### src/cache_ctrl_pkg.sv
`default_nettype none

package cache_ctrl_pkg;

	localparam int way_addr_w = 26;
	localparam int upper_addr_w = 6; // nonzero selects I/O space
	localparam int stack_addr_w = 16;
	localparam int stack_size_w = 3; // counted in halfwords
	localparam int exec_idx_w = 2;
	localparam int line_halfwords = 8;

	typedef enum logic [2:0] {
		kind_idle = 3'd0,
		kind_stack_first = 3'd1, // split stack access, lower line
		kind_stack_second = 3'd2, // split stack access, upper line
		kind_stack_single = 3'd3,
		kind_general = 3'd4,
		kind_ifetch = 3'd5
	} state_kind_e;

	typedef struct packed {
		state_kind_e kind;
		logic [exec_idx_w-1:0] exec_idx;
	} ctrl_state_t;

	// one executer's request levels and payload
	typedef struct packed {
		logic stack_req;
		logic general_req;
		logic stack_write;
		logic general_write;
		logic byte_op;
		logic [stack_size_w-1:0] stack_size;
		logic [stack_addr_w-1:0] stack_addr;
		logic [upper_addr_w+way_addr_w-1:0] general_addr;
	} exec_req_t;

	typedef enum logic [1:0] {
		mask_first_lane = 2'd0,
		mask_second_lane = 2'd1,
		mask_general = 2'd2,
		mask_fetch = 2'd3
	} mask_type_e;

endpackage

`default_nettype wire

### src/cache_access_arbiter.sv
`timescale 1ns/1ns
`default_nettype none

module cache_access_arbiter #(
	parameter int n_exec = 4
) (
	input  cache_ctrl_pkg::exec_req_t exec_req [n_exec],
	input  logic fetch_req,
	input  logic allow, // current access completes or the controller is idle
	input  cache_ctrl_pkg::ctrl_state_t skip,
	output logic grant_valid,
	output cache_ctrl_pkg::ctrl_state_t next_granted,
	output logic [n_exec-1:0] dependency_clear
);

	import cache_ctrl_pkg::*;

	localparam int off_w = $clog2(line_halfwords);
	localparam int sum_w = off_w + 1;

	logic skip_is_stack;
	logic [n_exec-1:0] want_stack;
	logic [n_exec-1:0] want_general;
	logic [n_exec-1:0] crosses_line;

	assign skip_is_stack = skip.kind inside {kind_stack_first, kind_stack_second,
		kind_stack_single};

	for (genvar i = 0; i < n_exec; i++) begin : g_exec
		localparam logic [exec_idx_w-1:0] idx = exec_idx_w'(i);

		logic [sum_w-1:0] end_offset;

		assign want_stack[i] = exec_req[i].stack_req &&
			!(skip_is_stack && skip.exec_idx == idx);
		assign want_general[i] = exec_req[i].general_req &&
			!(skip.kind == kind_general && skip.exec_idx == idx);
		assign end_offset = {1'b0, exec_req[i].stack_addr[off_w:1]} +
			sum_w'(exec_req[i].stack_size); // halfword offset plus size
		assign crosses_line[i] = end_offset > sum_w'(line_halfwords);
	end

	// walk from lowest to highest priority so the last hit wins
	always_comb begin
		grant_valid = 1'b0;
		next_granted = '{kind: kind_idle, exec_idx: '0};
		dependency_clear = '0;
		if (allow) begin
			if (fetch_req && skip.kind != kind_ifetch) begin
				grant_valid = 1'b1;
				next_granted.kind = kind_ifetch;
			end
			for (int i = n_exec - 1; i >= 0; i--) begin
				if (want_general[i]) begin
					grant_valid = 1'b1;
					next_granted = '{kind: kind_general, exec_idx: exec_idx_w'(i)};
					dependency_clear = '0;
					dependency_clear[i] = 1'b1;
				end
				if (want_stack[i]) begin
					grant_valid = 1'b1;
					next_granted.kind = crosses_line[i] ? kind_stack_first : kind_stack_single;
					next_granted.exec_idx = exec_idx_w'(i);
					dependency_clear = '0;
					dependency_clear[i] = 1'b1;
				end
			end
		end
	end

endmodule

`default_nettype wire

### src/cache_ctrl_fsm.sv
`timescale 1ns/1ns
`default_nettype none

module cache_ctrl_fsm #(
	parameter int n_exec = 4
) (
	input  logic clk,
	input  logic arst_n,
	input  logic cache_fault,
	input  logic [cache_ctrl_pkg::upper_addr_w-1:0] upper_addr,
	input  logic grant_valid,
	input  cache_ctrl_pkg::ctrl_state_t next_granted,
	output cache_ctrl_pkg::ctrl_state_t skip,
	output logic allow,
	output cache_ctrl_pkg::ctrl_state_t next_state,
	output logic [n_exec-1:0] exec_ack,
	output logic fetch_ack,
	output logic lru_write,
	output logic multi_access,
	output logic no_write_override,
	output logic fault_out,
	output cache_ctrl_pkg::mask_type_e mask_type
);

	import cache_ctrl_pkg::*;

	ctrl_state_t state_q;
	ctrl_state_t step;
	logic [upper_addr_w-1:0] upper_q; // upper address of the general access in flight
	logic is_io;
	logic complete;

	assign is_io = state_q.kind == kind_general && upper_q != '0;
	assign fault_out = cache_fault && !(state_q.kind == kind_idle || is_io);
	assign allow = complete || state_q.kind == kind_idle;
	assign skip = state_q; // idle matches no requester

	always_comb begin
		complete = 1'b0;
		step = state_q;
		lru_write = 1'b0;
		multi_access = 1'b0;
		no_write_override = 1'b0;
		mask_type = mask_fetch;
		unique case (state_q.kind)
			kind_stack_first: begin
				multi_access = 1'b1;
				mask_type = mask_first_lane;
				if (!fault_out) begin
					lru_write = 1'b1;
					step.kind = kind_stack_second; // same executer, upper line
				end
			end
			kind_stack_second: begin
				multi_access = 1'b1;
				mask_type = mask_second_lane;
				if (!fault_out) begin
					lru_write = 1'b1;
					complete = 1'b1;
				end
			end
			kind_stack_single: begin
				mask_type = mask_first_lane;
				if (!fault_out) begin
					lru_write = 1'b1;
					complete = 1'b1;
				end
			end
			kind_general: begin
				mask_type = mask_general;
				if (is_io) begin
					no_write_override = 1'b1; // cache bypassed, I/O handled outside
					complete = 1'b1;
				end else if (!fault_out) begin
					lru_write = 1'b1;
					complete = 1'b1;
				end
			end
			kind_ifetch: begin
				if (!fault_out) begin
					lru_write = 1'b1;
					complete = 1'b1;
				end
			end
			default: begin
			end
		endcase
	end

	always_comb begin
		next_state = step;
		if (grant_valid)
			next_state = next_granted;
		else if (complete)
			next_state = '{kind: kind_idle, exec_idx: '0};
	end

	for (genvar i = 0; i < n_exec; i++) begin : g_ack
		assign exec_ack[i] = complete && state_q.kind != kind_ifetch &&
			state_q.exec_idx == exec_idx_w'(i);
	end

	assign fetch_ack = complete && state_q.kind == kind_ifetch;

	always_ff @(posedge clk or negedge arst_n) begin
		if (!arst_n)
			state_q <= '{kind: kind_idle, exec_idx: '0};
		else
			state_q <= next_state;
	end

	always_ff @(posedge clk) begin
		if (grant_valid && next_granted.kind == kind_general)
			upper_q <= upper_addr;
	end

endmodule

`default_nettype wire

### src/cache_addr_select.sv
`timescale 1ns/1ns
`default_nettype none

module cache_addr_select #(
	parameter int n_exec = 4
) (
	input  cache_ctrl_pkg::ctrl_state_t next_state,
	input  cache_ctrl_pkg::exec_req_t exec_req [n_exec],
	input  logic [cache_ctrl_pkg::way_addr_w-1:0] fetch_addr,
	output logic [cache_ctrl_pkg::way_addr_w-1:0] way_addr,
	output logic [cache_ctrl_pkg::upper_addr_w-1:0] upper_addr,
	output logic [cache_ctrl_pkg::stack_size_w-1:0] stack_size,
	output logic [cache_ctrl_pkg::exec_idx_w-1:0] exec_index,
	output logic byte_op,
	output logic partial_write
);

	import cache_ctrl_pkg::*;

	exec_req_t sel;
	logic [stack_addr_w-1:0] second_addr;
	logic [stack_addr_w-1:0] stack_addr;

	assign sel = exec_req[next_state.exec_idx];

	// last halfword of the access, it lands in the upper line
	assign second_addr = sel.stack_addr +
		stack_addr_w'({sel.stack_size - 1'b1, 1'b0});

	assign stack_addr = (next_state.kind == kind_stack_second) ? second_addr : sel.stack_addr;

	always_comb begin
		way_addr = {fetch_addr[way_addr_w-1:1], 1'b0};
		upper_addr = '0;
		stack_size = '0;
		exec_index = '0;
		byte_op = 1'b0;
		partial_write = 1'b0;
		unique case (next_state.kind)
			kind_stack_first, kind_stack_second, kind_stack_single: begin
				way_addr = way_addr_w'({stack_addr[stack_addr_w-1:1], 1'b0});
				stack_size = sel.stack_size;
				partial_write = sel.stack_write;
				exec_index = next_state.exec_idx;
			end
			kind_general: begin
				way_addr = sel.general_addr[way_addr_w-1:0];
				upper_addr = sel.general_addr[way_addr_w +: upper_addr_w];
				byte_op = sel.byte_op;
				partial_write = sel.general_write;
				exec_index = next_state.exec_idx;
			end
			default: begin
			end
		endcase
	end

endmodule

`default_nettype wire

### src/split_cache_ctrl.sv
`timescale 1ns/1ns
`default_nettype none

module split_cache_ctrl #(
	parameter int n_exec = 4
) (
	input  logic clk,
	input  logic arst_n,
	input  cache_ctrl_pkg::exec_req_t exec_req [n_exec],
	input  logic fetch_req,
	input  logic [cache_ctrl_pkg::way_addr_w-1:0] fetch_addr,
	input  logic cache_fault,
	output logic [cache_ctrl_pkg::way_addr_w-1:0] way_addr,
	output logic [cache_ctrl_pkg::upper_addr_w-1:0] upper_addr,
	output logic [cache_ctrl_pkg::stack_size_w-1:0] stack_size,
	output logic [cache_ctrl_pkg::exec_idx_w-1:0] exec_index,
	output logic byte_op,
	output logic partial_write,
	output logic [n_exec-1:0] exec_ack,
	output logic fetch_ack,
	output logic lru_write,
	output logic multi_access,
	output cache_ctrl_pkg::mask_type_e mask_type,
	output logic [n_exec-1:0] dependency_clear,
	output logic no_write_override,
	output logic fault_out
);

	import cache_ctrl_pkg::*;

	logic grant_valid;
	logic allow;
	ctrl_state_t next_granted;
	ctrl_state_t skip;
	ctrl_state_t next_state;

	cache_access_arbiter #(
		.n_exec(n_exec)
	) i_cache_access_arbiter (
		.exec_req(exec_req),
		.fetch_req(fetch_req),
		.allow(allow),
		.skip(skip),
		.grant_valid(grant_valid),
		.next_granted(next_granted),
		.dependency_clear(dependency_clear)
	);

	cache_ctrl_fsm #(
		.n_exec(n_exec)
	) i_cache_ctrl_fsm (
		.clk(clk),
		.arst_n(arst_n),
		.cache_fault(cache_fault),
		.upper_addr(upper_addr), // selected for the next cycle's access
		.grant_valid(grant_valid),
		.next_granted(next_granted),
		.skip(skip),
		.allow(allow),
		.next_state(next_state),
		.exec_ack(exec_ack),
		.fetch_ack(fetch_ack),
		.lru_write(lru_write),
		.multi_access(multi_access),
		.no_write_override(no_write_override),
		.fault_out(fault_out),
		.mask_type(mask_type)
	);

	cache_addr_select #(
		.n_exec(n_exec)
	) i_cache_addr_select (
		.next_state(next_state),
		.exec_req(exec_req),
		.fetch_addr(fetch_addr),
		.way_addr(way_addr),
		.upper_addr(upper_addr),
		.stack_size(stack_size),
		.exec_index(exec_index),
		.byte_op(byte_op),
		.partial_write(partial_write)
	);

endmodule

`default_nettype wire

### config.mk
export PLATFORM = sky130hd
export DESIGN_NAME = split_cache_ctrl
export DESIGN_NICKNAME = d
export VERILOG_FILES = /design/src/cache_ctrl_pkg.sv /design/src/cache_access_arbiter.sv /design/src/cache_ctrl_fsm.sv /design/src/cache_addr_select.sv /design/src/split_cache_ctrl.sv
export SDC_FILE = /design/constraint.sdc
export NUM_CORES = 1
export LEC_CHECK = 0
export ABC_CLOCK_PERIOD_IN_PS = 5500
export BUFFER_PORTS_ARGS = -buffer_cell sky130_fd_sc_hd__buf_2
export CORE_AREA = 2 2 119 121
export DETAILED_ROUTE_END_ITERATION = 10
export DIE_AREA = 0 0 121 123
export SLEW_MARGIN = 10
export SYNTH_ARGS = -nofsm -noshare
export SYNTH_HDL_FRONTEND = slang
export SYNTH_SLANG_ARGS = --single-unit
### constraint.sdc
create_clock -name clk -period 5.5 [get_ports clk]
set_input_delay 0.55 -clock clk [delete_from_list [all_inputs] [get_ports clk]]
set_output_delay 0.55 -clock clk [all_outputs]
set_load 0.05 [all_outputs]
==> results.cfg, run 1 <==
[synthesis]
ys_seq_area_share_pct = 7.620
yosys.area_share.adder_pct = 7.495
synthFlopType = edfxtp_1
yosysMostFrequentCell = nand2_1
synth_top_cell_by_area = nand2_1
synth_top_family_by_area = simple AND/OR/NAND/NOR gates
synth_edf_count = 6
synth_cell_types = 74
synth_warnings = 0
netlist_instances = 642
synth_compound_area_share_pct = 26.30
synth_mux_area_share_pct = 6.527
syn-num-nets = 917
synth_common_cells = nand2_1 (184), nand3_1 (74), nor2_1 (31)
synthSimpleGateAreaFrac_pct = 41.35
syn_avg_cell_area_um2 = 6.240
async_flop_share_pct = 45.45
ys_top_cells_by_area = nand2_1 (17%), nand3_1 (9.2%), ha_1 (5.0%)
synth_top_area_share_pct = 17.24
synth-seq-cells = 11
synth-xor-area-share_pct = 2.842
netlist_area_mm2 = 0.004006

[critical_path]
r2r_start = i_cache_ctrl_fsm.skip[2]
crit_arrival_ns = 4.79
cp.required_ns = 4.95
crit_family = simple AND/OR/NAND/NOR gates
cp-end-kind = primary output
crit_fanout = 6
crit_slowest_cell = or4_4
cpPeakStageDelay_ns = 0.55
r2r-end = i_cache_ctrl_fsm.upper_q[1]
startpoint_type = register
path_class = reg2out
rr_worst_depth = 12
crit_buf_inv = 4
cp_cell_sequence = or3b_4, o31a_1, or4_4, nor3_4, nor2_4, buf_4, o211ai_1, o21ai_1, ha_2, inv_1, fa_1, a21oi_2, a21oi_2, nand4_1, buf_4, nor3_1, and4_1, nor3_4, buf_6
r2r_slack_ns = 1.92

[sta]
setup_viol = 0
slew_viol_final = 0
tightest_slew_ns = 0.6715
post-route-min-period_ns = 5.336
fmax_ghz = 0.1874
final.period_utilization_pct = 97.01
rsz0062_at_grt = yes
fin_worst_skew_ns = 0.001035
hold_violations = 0
slew_headroom_pct = 54.76
fin_tns_setup_ns = 0

[cts]
cts_buffer_depth = 2
clock-sinks = 11
cts.clk_slew.worst_paths_ns = 0.04
worstSkewPairLatency_ns = 0.24
cts_root_buf = clkbuf_16
cts-htree-levels = 1
cts_tree = yes
numCtsBuffers = 3
postCtsHoldBufs = 0

[power_and_ir_drop]
peakVddDrop_mv = 0.5378
power_mw = 5.016
powerDensity_mw_per_mm2 = 809.3
leakage_nw = 3.149

[cells_and_area]
area_growth_pct = 54.72
fin_nets = 1218
stdcell_area_mm2 = 0.006198
drive_gt1_share_pct = 42.57

[global_route]
grt_pass1_wl_um = 28300
grt_overflow_total = 0
antenna_found_initial = 1
grt.total_usage_pct = 23.81
grt_max_degree = 42
grt_pass1_vias = 5278

[placement]
dp_hpwl_um = 15760
placed_area_mm2 = 0.005854
routabilityCongestion = 0.8927
port_buffers = 302

[routing]
vias = 5935
antenna_left = 0
first_pass_iters = 5
drcViolationCount = 0
via_per_inst = 5.285
drt_iter0_drc = 532
totalWireLength_um = 19400
routedWlPerCell_um = 17.28

[floorplan]
dieArea_mm2 = 0.01488
start_util_pct = 29.43
die_y_um = 123
rows = 43
die_w_um = 121
core_area_mm2 = 0.01361
io_pins = 308

[flow_run]
maxCapViolations = 0

[hold_path]
min_path_type = in2async

[outcome]
outcome = complete, no violations
layout by cell type, fill, tap and decap left out, types with 5 or more instances in the layout:
master      n
xor2_1      6
buf_2     291
a21o_1      5
buf_6       5
nand4_1     6
xnor2_1     6
a32oi_1     8
edfxtp_1    6
o21ai_0    17
nand3_1    73
a31oi_1    17
mux2_2      6
buf_4      39
ha_1       15
o21a_1      9
nor2_1     28
inv_1      23
fa_1        5
dfrtp_1     5
a32o_1     12
nand2b_1    5
mux2i_1    16
o22ai_1     5
a21oi_1    20
nand2_1   183
a21oi_2     5
and3_1     21
where the power goes:
group | internal (mW) | switching (mW) | leakage, nW
registers | 0.136 | 0.0301 | 0.119
logic | 1.48 | 3.24 | 2.99
clock network | 0.0973 | 0.0352 | 0.0382
per-layer routing:
layer	track usage, %	wire (um)	part of all wire, %	vias up
li1	-	-	-	2920
met1	33.37	8065	42	2688
met2	40.41	9486	49	300
met3	2.306	1564	8.1	27
met4	3.561	283	1.5	0
met5	0	0	0	-
per-stage QoR:
| step | setup WS (ns) | instances | hold WS, ns | utilization, % |
|---|---|---|---|---|
| 2_1_floorplan | 0.007419 | 642 | 0.2544 | - |
| 3_3_place_gp | 0.2491 | 1104 | 0.3662 | 43.01 |
| 3_5_place_dp | 0.2460 | 1104 | 0.3667 | 43.01 |
| 4_1_cts | 0.04681 | 1112 | 0.1188 | 43.81 |
| 5_1_grt | -0.06911 | 1122 | 0.1241 | 45.52 |
| 6_report | 0.1644 | 1123 | 0.1160 | 45.54 |
state kept, by name (all words and copies together), names as in the netlist:
register                  flops
i_cache_ctrl_fsm.upper_q      6
i_cache_ctrl_fsm.skip         5
how the worst max path moves through the flow:
stage                              from            to  slack (ns)  depth (start not counted)
2_1_floorplan  i_cache_ctrl_fsm.skip[2]  way_addr[11]       0.007                         24
4_1_cts        i_cache_ctrl_fsm.skip[3]  way_addr[15]        0.05                         18
3_5_place_dp   i_cache_ctrl_fsm.skip[3]  way_addr[15]        0.25                         18
3_3_place_gp   i_cache_ctrl_fsm.skip[3]  way_addr[15]        0.25                         18
6_report       i_cache_ctrl_fsm.skip[2]  way_addr[13]        0.16                         19
5_1_grt        i_cache_ctrl_fsm.skip[2]   way_addr[7]       -0.07                         20
repair_timing:
action,in CTS,in global routing
gates cloned,0,1
resized for setup,0,44
pin swaps,2,14
setup endpoints to repair,2,11
buffers inserted,4,9
final cells by class:
class,instances,area (um^2)
fill,1473,7413
multi-input combinational,560,3612
timing repair buffer,341,1871
sequential,11,305.3
tap,180,225.2
inverter,25,98.84
clock buffer,4,78.83
timing repair inverter,1,5.005
antenna,1,2.502
worst reg2reg max path, cell delays in order, from the launching register on:
cell and delay [ns]:
dfrtp_1 0.37, or3b_4 0.44, buf_12 0.15, o21a_1 0.22
nor4b_4 0.37, buf_4 0.19, a31o_2 0.19, o21ai_0 0.26
nand2_1 0.30, inv_1 0.20, nor2_2 0.18, buf_4 0.32
and3_1 0.25
kinds of logic after synthesis:
family | after synthesis
buf+inv | 71
simple gates | 356
compound gates | 146
fa+ha+maj | 21
xor+xnor | 13
mux | 24
flops | 11
No activity file was read; power rests on OpenSTA's default activity.
==> run 2, diff against run 1 <==
--- a/config.mk
+++ b/config.mk
@@ -5,11 +5,12 @@
 export SDC_FILE = /design/constraint.sdc
 export NUM_CORES = 1
 export LEC_CHECK = 0
+export ABC_AREA = 1
 export ABC_CLOCK_PERIOD_IN_PS = 5500
 export BUFFER_PORTS_ARGS = -buffer_cell sky130_fd_sc_hd__buf_2
-export CORE_AREA = 2 2 119 121
+export CORE_AREA = 2 2 120 122
 export DETAILED_ROUTE_END_ITERATION = 10
-export DIE_AREA = 0 0 121 123
+export DIE_AREA = 0 0 122 124
 export SLEW_MARGIN = 10
 export SYNTH_ARGS = -nofsm -noshare
 export SYNTH_HDL_FRONTEND = slang
==> run 2 against run 1 <==
  * Area after synthesis increased by 1.3%
  * Clock-buffer cell count unchanged
  * Non-clock buffer count decreased by 29
  * Largest power group unchanged
  * Highest routed layer unchanged
==> results.cfg, run 2 <==
[critical_path]
startpoint_type = register
cp_cell_sequence = nor2_2, nand3_1, nand2_1, nand2_2, nor2_4, nand3_2, nand2_4, nand2_4, nand2_4, inv_2, buf_4, nor2_1, o21ai_1, ha_1, fa_1, nand2_1, inv_1, nor2_1, nor2_1, nand2_1, nor2_4, o21ai_0, nand3_1, buf_2
r2r_slack_ns = 2.61
cp_num_cells = 24
crit_family = simple AND/OR/NAND/NOR gates
path_class = reg2out
endpoint = way_addr[7]
crit_fanout = 33
cp-end-kind = primary output
cpPeakStageDelay_ns = 0.43
cp.required_ns = 4.95
crit_slowest_cell = dfrtp_1
r2r-end = i_cache_ctrl_fsm.upper_q[2]
crit_arrival_ns = 4.50
rr_worst_depth = 15
crit_buf_inv = 4
r2r_start = i_cache_ctrl_fsm.skip[3]
crit_start = i_cache_ctrl_fsm.skip[3]

[routing]
routedWlPerCell_um = 15.27
drt_iter0_drc = 346
totalWireLength_um = 18470
antenna_left = 0
via_per_inst = 4.901
first_pass_iters = 5
drcViolationCount = 0
vias = 5930

[synthesis]
ys_top_cells_by_area = nand2_1 (16%), nor2_1 (11%), o21ai_0 (10%)
synth_edf_count = 6
syn-num-nets = 1031
netlist_area_mm2 = 0.004059
synth_warnings = 0
synthFlopType = edfxtp_1
synth_common_cells = nand2_1 (169), nor2_1 (123), o21ai_0 (83)
synth_cell_types = 38
synth_top_area_share_pct = 15.63
syn_avg_cell_area_um2 = 5.369
netlist_instances = 756
synth_top_cell_by_area = nand2_1
yosysMostFrequentCell = nand2_1
synth-seq-cells = 11
async_flop_share_pct = 45.45
ys_seq_area_share_pct = 7.522

[cts]
cts.clk_slew.worst_paths_ns = 0.04
cts_tree = yes
cts_buffer_depth = 2
numCtsBuffers = 3
clock-sinks = 11
postCtsHoldBufs = 0
cts_root_buf = clkbuf_16
worstSkewPairLatency_ns = 0.23
cts-htree-levels = 1

[cells_and_area]
multi_input_area_mm2 = 0.003241
fill_cells = 1593
stdcell_area_mm2 = 0.005738
regArea_um2 = 306.5
final_common_cell = buf_2
fin_nets = 1306
area_growth_pct = 41.37
largest_register = i_cache_ctrl_fsm.upper_q
largest_reg_flops = 6
antenna_cells = 0
layout_common_cells = buf_2 (302), nand2_1 (169), nor2_1 (123)
drive_gt1_share_pct = 35.34

[global_route]
grt_max_degree = 62
grt.total_usage_pct = 22.68
grt_overflow_total = 0
grt_pass1_vias = 5301
grt_pass1_wl_um = 27320
antenna_found_initial = 0

[placement]
port_buffers = 302
dp_hpwl_um = 15120
routabilityCongestion = 0.8856
placed_area_mm2 = 0.005658

[flow_run]
maxCapViolations = 0

[sta]
slew_viol_final = 0
post-route-min-period_ns = 5.052
fmax_ghz = 0.1980
hold_violations = 0
fin_tns_setup_ns = 0
slew_headroom_pct = 59.90
final.period_utilization_pct = 91.85
rsz0062_at_grt = no
fin_worst_skew_ns = 0.001691
tightest_slew_ns = 0.5964
setup_viol = 0

[hold_path]
min_path_type = in2async

[power_and_ir_drop]
powerDensity_mw_per_mm2 = 742.4
leakage_nw = 3.209
p_seq_share_pct = 4.1
p_comb_share_pct = 92.9
switching_share_pct = 71.34
switching_power_mw = 3.039
p_int_mw = 1.221
peakVddDrop_mv = 0.3186
p_clk_share_pct = 3.0

[floorplan]
die_w_um = 122
io_pins = 308
dieArea_mm2 = 0.01513
die_y_um = 124
rows = 43
core_area_mm2 = 0.01372
start_util_pct = 29.59

[outcome]
outcome = complete, no violations
[run 2: repair_timing]
action                                  4_1_cts  5_1_grt
gates resized for setup                       0        1
setup buffers                                 0        0
endpoints found under the setup margin        0        3
[run 2: per-stage QoR]
stage               hold WS [ns]  utilization (%)  instances  total power [mW]  worst slack [ns]
floorplan                 0.2544                -        756             3.217            0.8585
global placement          0.3666            41.24       1206             4.134            0.6528
detailed placement        0.3667            41.24       1206             4.141            0.6430
CTS                       0.1184            41.81       1210             4.283            0.3768
global route              0.1219            41.82       1210             4.607           0.05244
finish                    0.1198            41.82       1210             4.260            0.4483
[run 2: final cells by class]
cell class              count  share of cell area, %
clock buffers               4                  1.374
inverters                  80                  5.233
multi-input cells         623                  56.48
flip-flops and latches     11                  5.342
well taps                 180                  3.925
repair buffers            312                  27.65
[run 2: how the worst min path moves through the flow]
stage | startpoint | to | slack (ns)
floorplan | arst_n | i_cache_ctrl_fsm.skip[0] | 0.25
global placement | arst_n | i_cache_ctrl_fsm.skip[1] | 0.37
detailed placement | arst_n | i_cache_ctrl_fsm.skip[3] | 0.37
CTS | arst_n | i_cache_ctrl_fsm.skip[0] | 0.12
global route | arst_n | i_cache_ctrl_fsm.skip[1] | 0.12
finish | arst_n | i_cache_ctrl_fsm.skip[1] | 0.12
[run 2: logic make-up (layout without fill, tap and decap cells)]
family | after synthesis | after routing | synth area share [%]
compound gates | 171 | 171 | 24.57
xor+xnor | 1 | 1 | 0.2158
fa+ha+maj | 21 | 21 | 7.398
buf+inv | 122 | 396 | 13.01
flops | 11 | 11 | 7.522
simple gates | 430 | 430 | 47.29
[run 2: layer usage]
| layer | vias up | wire [um] | GRT usage, % |
|---|---|---|---|
| met5 | - | 0 | 0 |
| met4 | 0 | 64 | 1.580 |
| met3 | 6 | 1271 | 2.518 |
| met2 | 233 | 8793 | 40.64 |
| met1 | 2636 | 8342 | 30.58 |
| li1 | 3055 | - | - |
[run 2: power by group through the flow]
stage	clock (mW)	combinational [mW]	sequential, mW
2_1_floorplan	0	3.06	0.156
3_3_place_gp	0	3.96	0.173
3_5_place_dp	0	3.97	0.173
4_1_cts	0.132	3.98	0.172
5_1_grt	0.137	4.29	0.178
6_report	0.130	3.96	0.173
==> run 3, diff against run 2 <==
--- a/config.mk
+++ b/config.mk
@@ -11,6 +11,7 @@
 export CORE_AREA = 2 2 120 122
 export DETAILED_ROUTE_END_ITERATION = 10
 export DIE_AREA = 0 0 122 124
+export REMOVE_ABC_BUFFERS = 1
 export SLEW_MARGIN = 10
 export SYNTH_ARGS = -nofsm -noshare
 export SYNTH_HDL_FRONTEND = slang
==> run 3 against run 2 <==
  * Critical path depth stayed put
  * Register-to-register slack got worse by 0.36 ns
  * Sequential share of layout area barely moved
  * First-iteration DRC count up 7.5%
  * Power grew 0.33%
  * Via count decreased by 0.49%
  * Cell area grew 0.39%
  * Sequential cell count did not move
  * Setup slack improved by 0.033 ns
  * Core utilization is 0.16 points higher
  * Clock power about the same
  * Clock skew rose by 0.00054 ns
==> results.cfg, run 3 (same netlist as run 2, synthesis figures left out) <==
[routing]
totalWireLength_um = 17760
drt_iter0_drc = 372
first_pass_iters = 5
vias = 5901
drcViolationCount = 0
routedWlPerCell_um = 14.67
via_per_inst = 4.873
antenna_left = 0

[global_route]
grt.total_usage_pct = 22.17
met3_usage_pct = 3.892
grt_overflow_total = 0
grt_max_degree = 74
grt_pass1_wl_um = 26740
grt_pass1_vias = 5382
busiest_layer = met2
gr-usage-met2_pct = 39.63
antenna_found_initial = 2
gr-usage-met1_pct = 27.75

[floorplan]
io_pins = 308
start_util_pct = 29.59
dieArea_mm2 = 0.01513
core_area_mm2 = 0.01372
die_y_um = 124
die_w_um = 122
rows = 43

[power_and_ir_drop]
p_seq_share_pct = 4.0
p_int_mw = 1.249
switching_power_mw = 3.025
peakVddDrop_mv = 0.2634
p_comb_share_pct = 92.9
switching_share_pct = 70.77
leakage_nw = 3.212
p_clk_share_pct = 3.0
powerDensity_mw_per_mm2 = 741.9

[sta]
slew_viol_final = 0
post-route-min-period_ns = 5.019
slew_headroom_pct = 53.71
fin_worst_skew_ns = 0.002232
fin_tns_setup_ns = 0
hold-worst-slack_ns = 0.1239
setup_viol = 0
tightest_slew_ns = 0.6943
final.period_utilization_pct = 91.25
fin_ws_ns = 0.4810
rsz0062_at_grt = no
hold_violations = 0
fmax_ghz = 0.1992

[critical_path]
r2r_start = i_cache_ctrl_fsm.skip[3]
crit_arrival_ns = 4.47
r2r-end = i_cache_ctrl_fsm.upper_q[4]
path_class = reg2out
crit_start = i_cache_ctrl_fsm.skip[3]
startpoint_type = register
cp.required_ns = 4.95
crit_fanout = 26
r2r_slack_ns = 2.25
rr_worst_depth = 14
cp-end-kind = primary output

[cells_and_area]
multi_input_area_mm2 = 0.003258
largest_register = i_cache_ctrl_fsm.upper_q
largest_reg_flops = 6
area_growth_pct = 41.92
fill_cells = 1578
final_common_cell = buf_2
fin_nets = 1305
drive_gt1_share_pct = 35.28
stdcell_area_mm2 = 0.005761
regArea_um2 = 306.5
layout_common_cells = buf_2 (301), nand2_1 (169), nor2_1 (123)

[placement]
place_ws_ns = 0.5391
dp_hpwl_um = 14470
routabilityCongestion = 0.8478
port_buffers = 302
placed_area_mm2 = 0.005650

[outcome]
outcome = complete, no violations

[cts]
cts.clk_slew.worst_paths_ns = 0.04
cts_tree = yes
cts_root_buf = clkbuf_16
cts_buffer_depth = 2
postCtsHoldBufs = 0
worstSkewPairLatency_ns = 0.24
cts-htree-levels = 1
clock-sinks = 11
numCtsBuffers = 3

[hold_path]
min_path_type = in2async

[flow_run]
maxCapViolations = 0
## run 3: cell types whose count changed in the layout (fill, tap and decap cells not counted), sizes merged
cell,before,now
buf,312,310
diode,0,2
o21ai,87,88
## run 3: worst max-delay path by stage
stage / cells past startpoint / to
floorplan: 23 / way_addr[5]
global placement: 24 / way_addr[14]
detailed placement: 24 / way_addr[14]
CTS: 24 / way_addr[14]
global route: 25 / way_addr[14]
finish: 24 / way_addr[14]
## run 3: through the flow
stage               total power [mW]  cells  utilization [%]
floorplan                      3.062    714                -
global placement               4.142   1203            41.19
detailed placement             4.154   1203            41.19
CTS                            4.290   1207            41.76
global route                   4.667   1211            41.99
finish                         4.274   1211            41.99
## run 3: routing by layer
metal | routed length (um) | vias up | part of all wire (%)
li1 | - | 3061 | -
met4 | 287 | 0 | 1.6
met5 | 0 | - | 0
met3 | 1327 | 16 | 7.5
met1 | 7666 | 2597 | 43
met2 | 8482 | 227 | 48
## run 3: power groups by stage
| stage | registers (mW) | logic (mW) | clock network, mW |
|---|---|---|---|
| finish | 0.172 | 3.97 | 0.130 |
| global route | 0.178 | 4.35 | 0.136 |
| CTS | 0.171 | 3.99 | 0.130 |
| detailed placement | 0.172 | 3.98 | 0 |
| global placement | 0.172 | 3.97 | 0 |
| floorplan | 0.164 | 2.90 | 0 |
## run 3: worst max-delay path, cell delays in order, from the launching register on
cell     delay, ns
dfrtp_1       0.43
nor2_2        0.26
nand3_1       0.11
nand2_1       0.13
nand2_2       0.10
nor2_4        0.24
nand3_2       0.12
nand2_4       0.13
nand2_4       0.21
nand2_8       0.18
nand2_1       0.06
a32o_1        0.28
ha_1          0.21
xnor2_1       0.13
ha_1          0.33
nand3_1       0.07
and2_0        0.17
inv_1         0.06
nand4_1       0.19
nor2_4        0.20
nand3_1       0.09
nand2_1       0.06
nand3_1       0.08
nand2_1       0.08
buf_2         0.27
## run 3: layout make-up
| class | count | share of cell area (%) |
|---|---|---|
| sequential | 11 | 5.321 |
| antenna | 2 | 0.08688 |
| inverter | 80 | 5.213 |
| clock buffer | 4 | 1.368 |
| timing repair buffer | 310 | 27.54 |
| tap | 180 | 3.910 |
| multi-input combinational | 624 | 56.56 |
## run 3: timing repair
action                                  4_1_cts  5_1_grt
endpoints found under the setup margin        0        4
buffers inserted                              0        1
gates resized for setup                       0        2
